<file path="src/rtl/pixel_writer_pkg.sv">
package pixel_writer_pkg;

	//////////////////////////////
	// Widths and types
	//////////////////////////////

	// Pixel column or row number
	localparam int COORD_W = 10;
	// One colour byte in 3-3-2 RGB
	localparam int PIXEL_W = 8;
	// Video memory bus address
	localparam int ADDR_W = 32;

	typedef logic [COORD_W-1:0] coord_t;
	typedef logic [PIXEL_W-1:0] pixel_t;
	typedef logic [ADDR_W-1:0]  bus_addr_t;

	//////////////////////////////
	// Memory layout
	//////////////////////////////

	// Upper-left pixel of the frame buffer
	localparam bus_addr_t VIDEO_BASE = 32'h0800_0000;
	// Row stride of 1024 bytes
	localparam int ROW_SHIFT = 10;

	//////////////////////////////
	// Test pattern
	//////////////////////////////

	// Rows below this are solid blue
	localparam coord_t BLUE_BAND_ROWS = 10'd50;
	// Rows below this carry the moving ramp
	localparam coord_t RAMP_BAND_ROWS = 10'd100;

	localparam pixel_t COLOR_BLUE  = 8'h03;
	localparam pixel_t COLOR_GREEN = 8'h1c;
	localparam pixel_t COLOR_BLACK = 8'h00;

	// Free-running frame timer
	localparam int TIMER_W = 30;
	// Lowest timer bit of the 8-bit ramp slice
	localparam int RAMP_SHIFT = 22;

endpackage

</file>
<file path="src/rtl/sync_gap_detect.sv">
module sync_gap_detect #(
	parameter int VS_HOLD = 97000,
	parameter int HS_HOLD = 90
) (
	input  logic CLOCK2_50,
	input  logic rst_n,
	input  logic vga_vs,
	input  logic vga_hs,
	output logic write_window
);

	// Registered sync levels, bit 0 vsync and bit 1 hsync
	logic [1:0] sync_q;
	// Hold time still running after a rising edge
	logic [1:0] sync_wait;

	//////////////////////////////
	// Input register
	//////////////////////////////

	// Idle bus level is high for both syncs
	always_ff @(posedge CLOCK2_50 or negedge rst_n) begin
		if (!rst_n) begin
			sync_q <= 2'b11;
		end else begin
			sync_q <= {vga_hs, vga_vs};
		end
	end

	//////////////////////////////
	// Hold counters
	//////////////////////////////

	// One counter per sync line
	for (genvar g = 0; g < 2; g++) begin : g_hold
		// Hold length of this line
		localparam int HOLD = (g == 0) ? VS_HOLD : HS_HOLD;
		localparam int CNT_W = $clog2(HOLD + 1);

		// Cycles since the sync rose, saturating at HOLD
		logic [CNT_W-1:0] hold_cnt;

		always_ff @(posedge CLOCK2_50 or negedge rst_n) begin
			if (!rst_n) begin
				// Start expired so no window right after reset
				hold_cnt <= CNT_W'(HOLD);
			end else if (!sync_q[g]) begin
				// Armed while low
				// Rising edge then starts the count at zero
				hold_cnt <= '0;
			end else if (hold_cnt != CNT_W'(HOLD)) begin
				hold_cnt <= hold_cnt + 1'b1;
			end
		end

		// Wait flag until the hold time has passed
		assign sync_wait[g] = (hold_cnt != CNT_W'(HOLD));
	end

	//////////////////////////////
	// Write window
	//////////////////////////////

	// Either sync low, or either back porch hold running
	assign write_window = !sync_q[0] || !sync_q[1] || (|sync_wait);

endmodule

</file>
<file path="src/rtl/pixel_scanner.sv">
module pixel_scanner import pixel_writer_pkg::*; #(
	parameter int FRAME_WIDTH = 640,
	parameter int SCAN_ROWS   = 400
) (
	input  logic   CLOCK2_50,
	input  logic   rst_n,
	input  logic   advance,
	output coord_t x,
	output coord_t y,
	output pixel_t pixel
);

	// Last column and row of the scan
	localparam coord_t X_LAST = coord_t'(FRAME_WIDTH - 1);
	localparam coord_t Y_LAST = coord_t'(SCAN_ROWS - 1);

	// Frame timer drives the ramp animation
	logic [TIMER_W-1:0] timer;
	// Column low byte plus timer slice
	pixel_t ramp;

	//////////////////////////////
	// Frame timer
	//////////////////////////////

	always_ff @(posedge CLOCK2_50 or negedge rst_n) begin
		if (!rst_n) begin
			timer <= '0;
		end else begin
			timer <= timer + 1'b1;
		end
	end

	//////////////////////////////
	// Coordinate scan
	//////////////////////////////

	// Row-major order, one step per accepted write
	always_ff @(posedge CLOCK2_50 or negedge rst_n) begin
		if (!rst_n) begin
			x <= '0;
			y <= '0;
		end else if (advance) begin
			if (x == X_LAST) begin
				// End of row
				x <= '0;
				if (y == Y_LAST) begin
					// End of frame
					y <= '0;
				end else begin
					y <= y + 1'b1;
				end
			end else begin
				x <= x + 1'b1;
			end
		end
	end

	//////////////////////////////
	// Colour pattern
	//////////////////////////////

	// Ramp wraps every 256 columns
	assign ramp = x[PIXEL_W-1:0] + timer[RAMP_SHIFT +: PIXEL_W];

	// Blue band, then ramp band, then green diagonal
	always_comb begin
		if (y < BLUE_BAND_ROWS) begin
			pixel = COLOR_BLUE;
		end else if (y < RAMP_BAND_ROWS) begin
			pixel = ramp;
		end else if (x == y) begin
			pixel = COLOR_GREEN;
		end else begin
			pixel = COLOR_BLACK;
		end
	end

	// Coordinate never leaves the visible frame
	a_coord_in_frame: assert property (@(posedge CLOCK2_50) disable iff (!rst_n)
		(x < FRAME_WIDTH) && (y < SCAN_ROWS))
		else $error("scan coordinate out of frame x=%0d y=%0d", x, y);

endmodule

</file>
<file path="src/rtl/bus_write_master.sv">
module bus_write_master import pixel_writer_pkg::*; (
	input  logic      CLOCK2_50,
	input  logic      rst_n,
	input  logic      write_window,
	input  coord_t    x,
	input  coord_t    y,
	input  pixel_t    pixel,
	input  logic      bus_ack,
	output logic      advance,
	output logic      bus_write,
	output bus_addr_t bus_addr,
	output pixel_t    bus_write_data
);

	// Idle, or one write outstanding
	typedef enum logic {
		ST_IDLE,
		ST_WAIT_ACK
	} state_t;

	state_t    state;
	// Byte address of the current coordinate
	bus_addr_t pixel_addr;

	//////////////////////////////
	// Address calculation
	//////////////////////////////

	// Base plus column plus row times stride
	assign pixel_addr = VIDEO_BASE + bus_addr_t'(x) + (bus_addr_t'(y) << ROW_SHIFT);

	//////////////////////////////
	// Issue control
	//////////////////////////////

	// Issue when idle inside the window
	// Scanner steps on the same edge that captures the pixel
	assign advance = (state == ST_IDLE) && write_window;

	always_ff @(posedge CLOCK2_50 or negedge rst_n) begin
		if (!rst_n) begin
			state          <= ST_IDLE;
			bus_write      <= 1'b0;
			bus_addr       <= '0;
			bus_write_data <= '0;
		end else begin
			case (state)
				ST_IDLE: begin
					if (advance) begin
						// Address and data from one coordinate
						bus_addr       <= pixel_addr;
						bus_write_data <= pixel;
						bus_write      <= 1'b1;
						state          <= ST_WAIT_ACK;
					end
				end
				ST_WAIT_ACK: begin
					// Hold everything until the slave acknowledges
					if (bus_ack) begin
						bus_write <= 1'b0;
						state     <= ST_IDLE;
					end
				end
				default: begin
					bus_write <= 1'b0;
					state     <= ST_IDLE;
				end
			endcase
		end
	end

	//////////////////////////////
	// Protocol checks
	//////////////////////////////

	// Write request and payload held under back-pressure
	a_hold_until_ack: assert property (@(posedge CLOCK2_50) disable iff (!rst_n)
		bus_write && !bus_ack |=> bus_write && $stable(bus_addr) && $stable(bus_write_data))
		else $error("write request changed before acknowledge");

	// Scanner never moves with a write still in flight
	a_single_write: assert property (@(posedge CLOCK2_50) disable iff (!rst_n)
		!(advance && bus_write))
		else $error("advance raised while a write is outstanding");

endmodule

</file>
<file path="src/rtl/hex_digit_display.sv">
module hex_digit_display import pixel_writer_pkg::*; (
	input  coord_t     row,
	output logic [6:0] hex0,
	output logic [6:0] hex1,
	output logic [6:0] hex2
);

	//////////////////////////////
	// Segment decode
	//////////////////////////////

	// Active-low segments, a in bit 0 through g in bit 6
	function automatic logic [6:0] seg_decode(input logic [3:0] digit);
		logic [6:0] seg;
		case (digit)
			4'h0: seg = 7'h40;
			4'h1: seg = 7'h79;
			4'h2: seg = 7'h24;
			4'h3: seg = 7'h30;
			4'h4: seg = 7'h19;
			4'h5: seg = 7'h12;
			4'h6: seg = 7'h02;
			4'h7: seg = 7'h78;
			4'h8: seg = 7'h00;
			4'h9: seg = 7'h10;
			// Letters A to F
			4'ha: seg = 7'h08;
			4'hb: seg = 7'h03;
			4'hc: seg = 7'h46;
			4'hd: seg = 7'h21;
			4'he: seg = 7'h06;
			default: seg = 7'h0e;
		endcase
		return seg;
	endfunction

	//////////////////////////////
	// Digit select
	//////////////////////////////

	// Low nibble of the row
	assign hex0 = seg_decode(row[3:0]);
	// Middle nibble
	assign hex1 = seg_decode(row[7:4]);
	// Top digit has only the two upper row bits
	assign hex2 = seg_decode({2'b00, row[9:8]});

endmodule

</file>
<file path="src/rtl/pixel_writer_top.sv">
module pixel_writer_top import pixel_writer_pkg::*; #(
	parameter int FRAME_WIDTH = 640,
	parameter int SCAN_ROWS   = 400,
	parameter int VS_HOLD     = 97000,
	parameter int HS_HOLD     = 90
) (
	input  logic       CLOCK2_50,
	input  logic       rst_n,
	input  logic       vga_vs,
	input  logic       vga_hs,
	input  logic       bus_ack,
	output logic       bus_write,
	output bus_addr_t  bus_addr,
	output pixel_t     bus_write_data,
	output logic [6:0] hex0,
	output logic [6:0] hex1,
	output logic [6:0] hex2
);

	// Safe to write video memory
	logic   write_window;
	// Write accepted, step the scan
	logic   advance;
	// Current scan coordinate and its colour
	coord_t x;
	coord_t y;
	pixel_t pixel;

	//////////////////////////////
	// Sync gap detection
	//////////////////////////////

	sync_gap_detect #(
		.VS_HOLD (VS_HOLD),
		.HS_HOLD (HS_HOLD)
	) u_sync_gap_detect (
		.CLOCK2_50    (CLOCK2_50),
		.rst_n        (rst_n),
		.vga_vs       (vga_vs),
		.vga_hs       (vga_hs),
		.write_window (write_window)
	);

	//////////////////////////////
	// Scan and pattern
	//////////////////////////////

	pixel_scanner #(
		.FRAME_WIDTH (FRAME_WIDTH),
		.SCAN_ROWS   (SCAN_ROWS)
	) u_pixel_scanner (
		.CLOCK2_50 (CLOCK2_50),
		.rst_n     (rst_n),
		.advance   (advance),
		.x         (x),
		.y         (y),
		.pixel     (pixel)
	);

	//////////////////////////////
	// Bus master
	//////////////////////////////

	bus_write_master u_bus_write_master (
		.CLOCK2_50      (CLOCK2_50),
		.rst_n          (rst_n),
		.write_window   (write_window),
		.x              (x),
		.y              (y),
		.pixel          (pixel),
		.bus_ack        (bus_ack),
		.advance        (advance),
		.bus_write      (bus_write),
		.bus_addr       (bus_addr),
		.bus_write_data (bus_write_data)
	);

	// Row number on three digits
	hex_digit_display u_hex_digit_display (
		.row  (y),
		.hex0 (hex0),
		.hex1 (hex1),
		.hex2 (hex2)
	);

endmodule

</file>
<file path="config.mk">
export PLATFORM = sky130hd
export DESIGN_NAME = pixel_writer_top
export DESIGN_NICKNAME = d
export VERILOG_FILES = /design/src/rtl/pixel_writer_pkg.sv /design/src/rtl/sync_gap_detect.sv /design/src/rtl/pixel_scanner.sv /design/src/rtl/bus_write_master.sv /design/src/rtl/hex_digit_display.sv /design/src/rtl/pixel_writer_top.sv
export SDC_FILE = /design/constraint.sdc
export NUM_CORES = 1
export LEC_CHECK = 0
export BUFFER_PORTS_ARGS = -buffer_cell sky130_fd_sc_hd__clkbuf_2
export CAP_MARGIN = 20
export CORE_ASPECT_RATIO = 1.75
export CORE_MARGIN = 5
export CORE_UTILIZATION = 50
export DETAILED_ROUTE_END_ITERATION = 10
export GPL_ROUTABILITY_DRIVEN = 0
export PLACE_DENSITY = 0.7
export SYNTH_ARGS = -nofsm -noshare
export SYNTH_HDL_FRONTEND = slang
export SYNTH_SLANG_ARGS = --single-unit
</file>
<file path="constraint.sdc">
create_clock -name CLOCK2_50 -period 4.7 [get_ports CLOCK2_50]
set_clock_uncertainty 0.2 [all_clocks]
set_input_delay 0.47 -clock CLOCK2_50 [delete_from_list [all_inputs] [get_ports CLOCK2_50]]
set_output_delay 0.47 -clock CLOCK2_50 [all_outputs]
set_load 0.05 [all_outputs]
</file>
# [Word-level counts from Yosys, hierarchy flattened]
# Memory sizes are Yosys's and may differ from the RTL's.
# Index checks and enable logic that the tools add are counted.
[op_classes] n_mux=16 add_sub_neg=8 n_reduce_logical=10 n_eq_ne=12 n_bitwise=1 n_lt_le_gt_ge=2
[op_table] cell="2-to-1 mux 17 bit" count=2
[op_table] cell="adder 32 x 20 -> 32 bit" count=1
[op_table] cell="adder 30 x 1 -> 30 bit (second input constant)" count=1
[op_table] cell="adder 28 x 10 -> 29 bit (first input constant)" count=1
[op_table] cell="one-hot mux 7 bit (4 select lines)" count=1
[op_table] cell="adder 10 x 1 -> 10 bit (second input constant)" count=2
[op_table] cell="2-to-1 mux 10 bit" count=2
[op_table] cell="adder 17 x 1 -> 17 bit (second input constant)" count=1
[op_table] cell="inequality test 17 bit (second input constant)" count=1
[op_table] cell="2-to-1 mux 8 bit" count=2
[op_table] cell="2-to-1 mux 7 bit" count=2
[op_table] cell="equality test 10 bit" count=1
[op_table] cell="equality test 10 bit (second input constant)" count=1
[op_table] cell="equality test 10 x 9 -> 1 bit (second input constant)" count=1
[op_table] cell="less-than comparator 10 x 6 -> 1 bit (second input constant)" count=1
[op_table] cell="less-than comparator 10 x 7 -> 1 bit (second input constant)" count=1
[op_table] cell="adder 8 bit" count=1
[op_table] cell="inequality test 2 bit (second input constant)" count=4
[op_table] cell="adder 7 x 1 -> 7 bit (second input constant)" count=1
[op_table] cell="inequality test 7 bit (second input constant)" count=1
[op_table] cell="AND reduction 2 bit" count=3
[op_table] cell="2-to-1 mux 5 bit" count=1
[op_table] cell="equality test 2 bit (second input constant)" count=2
[op_table] cell="2-to-1 mux 1 bit" count=4
[op_table] cell="8 further kinds" count=11
[word_totals] n_memories=2 reg_bits=118 out_inout_bits=62 mem_bits_ro=224
[memory_table] name="(no name shown)" depth=16 word_bits=7 read_ports=1 rd_ports_with_merged_regs=0 wr=0 line="hex_digit_display.sv:15" text="case (digit)"
[memory_table] name="(no name shown)" depth=16 word_bits=7 read_ports=1 rd_ports_with_merged_regs=0 wr=0 line="hex_digit_display.sv:15"

# [Depth between registers and ports, before layout]
# Gate-level depths: netlist (run 1).
[depth] ltp_word=6 ltp_mapped=9 depth_no_buf=7

# [Hierarchy]
# From an unflattened synthesis (run 1), not the netlist that was laid out.
[hier_totals] cells_unflattened=564 hier_area_um2=6135.9
[modules_own_cells] module="pixel_scanner" instances=1 area_each_um2=2890.3 cells_each=278
[modules_own_cells] module="bus_write_master" instances=1 area_each_um2=1370.1 cells_each=81
[modules_own_cells] module="sync_gap_detect" instances=1 area_each_um2=1311.3 cells_each=131
[modules_own_cells] module="hex_digit_display" instances=1 area_each_um2=564.3 cells_each=74

# [Worst setup path after synthesis (run 1)]
# No wires, ideal clock.
[synth_path] path_type="register -> output" startpoint="register u_pixel_scanner.y[5]" endpoint="output hex1[1]" path_buffers=1 t_arrival_ps=2308 slack_ps=1722 path_stages_with_launch=6 required_time_ps=4030 cell_sequence="dfrtp_1 clkbuf_1 inv_1 ha_1 inv_1 o31ai_1"
[synth_via] elab_chain_len=1
[synth_lines] element="start, declared" line="pixel_scanner.sv:9" text="output coord_t y,"
[synth_lines] element="start signal, assigned" line="pixel_scanner.sv:51" text="y <= y + 1'b1;"
[synth_lines] element="memory (16 x 7 bit)"
[synth_lines] element="end, declared" line="pixel_writer_top.sv:16" text="output logic [6:0] hex1,"
# Every way passes these cells.

# [Worst setup path after layout (run 1)]
[layout_path] startpoint="register u_pixel_scanner.y[6]" endpoint="output hex1[6]"
# The elaborated chain is that of the path after synthesis.

==> results.sh, run 1 <==
export IMPL_status="complete, no violations"
export IMPL_cts_buffer_depth=2
export IMPL_period_needed_ns=3.008
export IMPL_max_cap_viol_count=0
export IMPL_layout_nets=667
export IMPL_netlist_area_um2=5877
export IMPL_critPathMaxStageDelay_ns=0.72
export IMPL_crit_chain="clkinv_1 > nor2_1 > o2bb2ai_1 > clkbuf_2"
export IMPL_fin_setup_tns_ns=0
export IMPL_relSlewSlack_pct=24.68
export IMPL_critPathKind="reg -> out"
export IMPL_synthArstFlopShare_pct=100.0
export IMPL_root_buffer="clkbuf_16"
export IMPL_layout_setup_ws_ns=1.692
export IMPL_crit_slowest_cell="dfrtp_1"
export IMPL_power_switching_mw=0.5995
export IMPL_worst_pin_slew_ns=1.101
export IMPL_cts_max_level=3
export IMPL_start_util_pct=50.75
export IMPL_syn_to_final_growth_pct=9.900
export IMPL_p_per_area_nw_per_um2=323.7
export IMPL_vdd_drop_max_mv=0.2482
export IMPL_path_clk_slew_ns=0.07
export IMPL_final_core_util_pct=55.77
export IMPL_ctsResizeCount=0
export IMPL_antenna_found_initial=0
export IMPL_synthTopCellsByArea="dfrtp_1, dfstp_2, xnor2_1, nand2_1, ha_1"
export IMPL_post_route_period_util_pct=64.00
export IMPL_regArea_um2=2698
export IMPL_cp_top_family="buffers and inverters"
export IMPL_leakage_nw=3.030
export IMPL_wl_per_cell_um=15.74
export IMPL_layout_drive_gt1_share_pct=16.36
export IMPL_syn_area_per_cell_um2=9.877
export IMPL_pwr_share_clk_pct=36.8
export IMPL_pin_count=67
export IMPL_grt_use_total_pct=18.05
export IMPL_yosysTopAreaCellShare_pct=38.75
export IMPL_syn_inst=595
export IMPL_multi_input_area_um2=2920
export IMPL_rows=52
export IMPL_dieArea_um2=14110
export IMPL_ys_seq_area_share_pct=45.90
export IMPL_viasPerCell=5.596
export IMPL_holdWs_ns=0.008589
export IMPL_port_buffers=54
export IMPL_grt_max_degree=70
export IMPL_dp_hpwl_um=8998
export IMPL_wl_um=12230
export IMPL_synth_edf_count=0
export IMPL_final_cells=777
export IMPL_cp_num_buf_inv=2
export IMPL_power_total_mw=2.091
export IMPL_core_region_area_um2=11580
export IMPL_synth_cell_types=64
export IMPL_n_antenna_cell=0
export IMPL_worstSetupEndpointType="output port"
export IMPL_cts_tree="done"
export IMPL_rsz0062_at_grt="false"
export IMPL_synth_largest_area_cell="dfrtp_1"
export IMPL_grt_pass1_wl_um=20810
export IMPL_report_final_slew_viol_count=0
export IMPL_synth_warnings=0
export IMPL_setup_violations=0
export IMPL_grt_pass1_vias=4447
export IMPL_timing_fmax_mhz=332.5
export IMPL_arrival_ns=2.34
export IMPL_final_antenna_net_count=0
export IMPL_fin_area_um2=6459
export IMPL_grt_overflow=0
export IMPL_critPathMaxFanout=18
export IMPL_dpl_cell_area_um2=6142
export IMPL_dp_cells=760
export IMPL_die_width_um=91.96
export IMPL_power_frac_comb_pct=13.4
export IMPL_clock_sinks=107
export IMPL_min_path_type="in -> reg"
export IMPL_internal_power_mw=1.491
export IMPL_synth_main_ff_cell="dfrtp_1"
export IMPL_first_iter_violations=189
export IMPL_fillerInstances=1053
export IMPL_hold_viol_final=0
export IMPL_swShare_pct=28.68
export IMPL_ys_ff_latch=107
export IMPL_die_y_um=153.4
export IMPL_cts_buffers=9
export IMPL_power_frac_seq_pct=49.8
export IMPL_worstPathRequired_ns=4.03
export IMPL_cp_start_kind="flip-flop"
export IMPL_dpl_worst_slack_ns=1.771
export IMPL_drc=0
export IMPL_dr_pass1_iters=4
export IMPL_dr_total_vias=4348
export IMPL_clk_latency_ns=0.35
-- routing by layer --
layer,vias up,part of all wire [%],wire length [um],track usage (%)
met2,80,54,6589,33.09
met5,-,0,0,0
met4,0,2.5,303,8.434
li1,2112,-,-,-
met3,18,3.6,436,2.656
met1,2138,40,4903,20.18
-- final timing paths --
| kind | startpoint | to | slack (ns) | cells past startpoint |
|---|---|---|---|---|
| min in group asynchronous | rst_n | u_bus_write_master.bus_addr[0]$_DFFE_PN0P_ | 0.02 | 1 |
| max | u_pixel_scanner.y[6]$_DFFE_PN0P_ | hex1[6] | 1.69 | 4 |
| min reg2reg | u_pixel_scanner.timer[12]$_DFF_PN0_ | u_pixel_scanner.timer[12]$_DFF_PN0_ | 0.27 | 1 |
| max in group asynchronous | rst_n | u_sync_gap_detect.g_hold[0].hold_cnt[0]$_DFFE_PN0P_ | 3.22 | 2 |
| min | vga_hs | u_sync_gap_detect.sync_q[1]$_DFF_PN1_ | 0.009 | 1 |
| max reg2reg | u_sync_gap_detect.g_hold[0].hold_cnt[11]$_DFFE_PN1P_ | u_bus_write_master.bus_addr[11]$_DFFE_PN0P_ | 1.78 | 6 |
-- layout by cell type, fill, tap and decap left out, drive strengths merged, types with 2 or more instances in the layout --
cell	synthesis	routed
dfrtp	91	91
nand2	84	84
clkbuf	11	65
xnor2	48	48
o21ai	38	38
nand3	31	31
nor2	28	28
and2	25	25
ha	24	24
xor2	20	20
nand4	19	19
inv	17	17
dfstp	16	16
and3	15	15
a21oi	13	13
conb	1	12
o31ai	10	10
nor2b	7	7
mux2i	6	6
and4	6	6
or3	5	5
a22o	4	4
a211oi	4	4
nor3	4	4
a31oi	3	3
a21boi	3	3
o21bai	3	3
buf	26	3
mux2	2	2
nand2b	2	2
o211ai	2	2
nand4bb	2	2
nand4b	2	2
a21o	2	2
a211o	2	2
o41ai	2	2
clkinvlp	0	2
clkinv	1	2
nor4	2	2
or2	2	2
-- power by group through the flow --
| stage | sequential, mW | clock [mW] | combinational, mW |
|---|---|---|---|
| after floorplan | 1.09 | 0 | 0.176 |
| after global placement | 1.06 | 0 | 0.273 |
| after detailed placement | 1.06 | 0 | 0.281 |
| after CTS | 1.04 | 0.784 | 0.285 |
| after global routing | 1.05 | 0.820 | 0.308 |
| final | 1.04 | 0.768 | 0.281 |
-- Yosys cell counts, types with 12 or more instances --
cell type	count
xor2_1	20
o21ai_0	19
o21ai_1	14
dfstp_2	16
ha_1	24
and3_1	15
nand3_1	31
inv_1	17
dfrtp_1	91
and2_1	25
a21oi_1	12
nor2_1	28
nand2_1	84
xnor2_1	48
buf_4	14
nand4_1	17
-- sequential cells by signal, indices dropped and copies added (netlist names) --
name,cells
u_sync_gap_detect.sync_q,2
u_pixel_scanner.x,10
u_pixel_scanner.y,10
u_bus_write_master.bus_addr,21
u_bus_write_master.bus_write,1
u_sync_gap_detect.g_hold.hold_cnt,24
u_bus_write_master.bus_write_data,8
u_pixel_scanner.timer,30
u_bus_write_master.state,1
-- cell type report --
type	instances	area share (%)
Clock inverter	4	0.7749
Timing Repair Buffer	57	4.611
Sequential cell	107	41.77
Inverter	18	1.046
Clock buffer	12	3.971
Tap cell	135	2.615
Multi-Input combinational cell	444	45.22
-- kinds of logic after synthesis --
group	share of synthesized area [%]
AND/OR/NAND/NOR	21.27
flip-flops	45.90
adder cells (fa/ha/maj)	5.450
other	0.06381
XOR/XNOR	10.13
multiplexers	1.788
AO/OA/AOI/OAI	10.28
buffers and inverters	5.110
-- repair_timing --
| item | 4_1_cts | 5_1_grt |
|---|---|---|
| endpoints found under the hold margin | 1 | 0 |
| hold buffers | 1 | 0 |
| setup buffers | 0 | 0 |
| setup endpoints to repair | 0 | 0 |
Note: power is estimated with default switching activity, not from simulation.
==> inputs of run 2 (changes only) <==
- PLACE_DENSITY: 0.7 -> 0.73
- clock period: 4.7 -> 2.5 ns (I/O delays scaled with it)
==> run 2 against run 1 <==
  * Worst setup slack worse by 1.6 ns
  * Sequential power grew 87%
  * Register-to-register slack lost 1.6 ns
  * Via count is 2.2% higher
  * Power up 89%
  * Critical path depth is 1 higher
  * Largest cell class unchanged
  * Global-route usage is 0.51 points higher
  * Cell area grew 3.3%
  * Critical endpoint is now hex0[3]
  * Wire length is 1.2% higher
  * Highest routed layer unchanged
==> results.sh, run 2 (same netlist as run 1, synthesis figures left out) <==
export IMPL_cts_tree="done"
export IMPL_die_y_um=153.4
export IMPL_critPathMaxStageDelay_ns=0.46
export IMPL_relSlewSlack_pct=64.07
export IMPL_path_clk_slew_ns=0.07
export IMPL_die_width_um=91.96
export IMPL_p_per_area_nw_per_um2=593.3
export IMPL_rows=52
export IMPL_pin_count=67
export IMPL_crit_chain="inv_1 > ha_1 > inv_1 > mux4_2 > buf_2"
export IMPL_fin_setup_tns_ns=0
export IMPL_layout_nets=688
export IMPL_status="complete, no violations"
export IMPL_max_cap_viol_count=0
export IMPL_cts_buffers=9
export IMPL_start_util_pct=50.75
export IMPL_largest_reg_flops=30
export IMPL_hold_viol_final=0
export IMPL_n_antenna_cell=0
export IMPL_root_buffer="clkbuf_16"
export IMPL_multi_input_area_um2=2937
export IMPL_rsz0062_at_grt="false"
export IMPL_layout_setup_ws_ns=0.08094
export IMPL_cts_setup_buffers=0
export IMPL_min_path_type="in -> async"
export IMPL_grt_busiest_layer="met2"
export IMPL_viasPerCell=5.568
export IMPL_grt_pass1_vias=4555
export IMPL_port_buffers=54
export IMPL_report_final_slew_viol_count=0
export IMPL_final_common_cell="dfrtp_1"
export IMPL_final_antenna_net_count=0
export IMPL_dp_hpwl_um=9354
export IMPL_met1_usage_pct=20.26
export IMPL_critPathKind="reg -> out"
export IMPL_clock_sinks=107
export IMPL_top_register="u_pixel_scanner.timer"
export IMPL_power_total_mw=3.957
export IMPL_wl_per_cell_um=15.51
export IMPL_antenna_found_initial=0
export IMPL_period_needed_ns=2.419
export IMPL_grt_use_met3_pct=2.951
export IMPL_first_iter_violations=156
export IMPL_cts_max_level=3
export IMPL_setup_violations=0
export IMPL_cp_start_kind="flip-flop"
export IMPL_leakage_nw=3.145
export IMPL_most_common_layout_cells="dfrtp_1, nand2_1, clkbuf_2"
export IMPL_timing_fmax_mhz=413.4
export IMPL_grt_use_met2_pct=35.01
export IMPL_dpl_worst_slack_ns=-0.1621
export IMPL_layout_drive_gt1_share_pct=19.46
export IMPL_worstSetupEndpointType="output port"
export IMPL_critPathLaunch="u_pixel_scanner.y[1]$_DFFE_PN0P_"
export IMPL_dr_pass1_iters=4
export IMPL_dr_total_vias=4443
export IMPL_grt_max_degree=47
export IMPL_grt_overflow=0
export IMPL_dieArea_um2=14110
export IMPL_core_region_area_um2=11580
export IMPL_syn_to_final_growth_pct=13.48
export IMPL_cts_buffer_depth=2
export IMPL_critPathMaxFanout=9
export IMPL_holdWs_ns=0.2345
export IMPL_vdd_drop_max_mv=0.3641
export IMPL_top_regs="u_pixel_scanner.timer: 30 flops, u_sync_gap_detect.g_hold.hold_cnt: 24 flops, u_bus_write_master.bus_addr: 21 flops"
export IMPL_clk_latency_ns=0.35
export IMPL_worstPathRequired_ns=2.05
export IMPL_worstReg2RegStart="u_pixel_scanner.y[4]$_DFFE_PN0P_"
export IMPL_wl_um=12380
export IMPL_final_core_util_pct=57.58
export IMPL_worst_pin_slew_ns=0.5370
export IMPL_grt_pass1_wl_um=21420
export IMPL_grt_use_total_pct=18.56
export IMPL_crit_top_cell="inv_1"
export IMPL_fillerInstances=1010
export IMPL_regArea_um2=2700
export IMPL_post_route_period_util_pct=96.76
export IMPL_crit_slowest_cell="dfrtp_2"
export IMPL_drc=0
export IMPL_arrival_ns=1.97
run 2: stage by stage:
step           cells  cell area (um2)
2_1_floorplan    606             5928
3_3_place_gp     778             6312
3_5_place_dp     778             6312
4_1_cts          798             6664
5_1_grt          798             6669
6_report         798             6669
run 2: worst paths after layout:
check                                                                  endpoint  cells past startpoint  slack [ns]
setup / recovery                                                        hex0[3]                      5        0.08
hold / removal                       u_bus_write_master.bus_addr[1]$_DFFE_PN0P_                      2        0.23
setup reg to reg               u_bus_write_master.bus_write_data[2]$_DFFE_PN0P_                      8        0.14
hold reg to reg                             u_pixel_scanner.timer[12]$_DFF_PN0_                      1        0.27
max in group asynchronous  u_sync_gap_detect.g_hold[0].hold_cnt[12]$_DFFE_PN1P_                      3        1.10
min in group CLOCK2_50                      u_pixel_scanner.timer[12]$_DFF_PN0_                      1        0.27
run 2: repair_timing:
| item | in CTS | in global routing |
|---|---|---|
| endpoints found under the hold margin | 40 | 0 |
| resized for setup | 4 | 6 |
| endpoints found under the setup margin | 5 | 3 |
| hold buffers | 4 | 0 |
run 2: area by class of cell:
cell class	count	area share, %
Clock buffer	10	3.433
Sequential cell	107	40.49
Tap cell	135	2.533
Multi-Input combinational cell	444	44.03
Timing Repair Buffer	78	7.392
Inverter	18	1.013
Clock inverter	6	1.107
run 2: metal layers:
| layer | part of all wire [%] | vias to the layer above | routed length (um) |
|---|---|---|---|
| li1 | - | 2146 | - |
| met1 | 39 | 2187 | 4783 |
| met2 | 56 | 88 | 6892 |
| met3 | 3.1 | 22 | 383 |
| met4 | 2.6 | 0 | 320 |
| met5 | 0 | - | 0 |
run 2: power by group:
part | internal, mW | switching, mW | leakage, nW | total [mW]
clock network | 0.788 | 0.653 | 0.141 | 1.44
registers | 1.81 | 0.124 | 1.39 | 1.94
logic | 0.180 | 0.398 | 1.62 | 0.578
run 2: critical path, delay by kind of cell, from the launching register on:
kind | cells | cell delay (ns)
buf+inv | 3 | 0.40
mux | 1 | 0.44
fa+ha+maj | 1 | 0.31
flops | 1 | 0.46
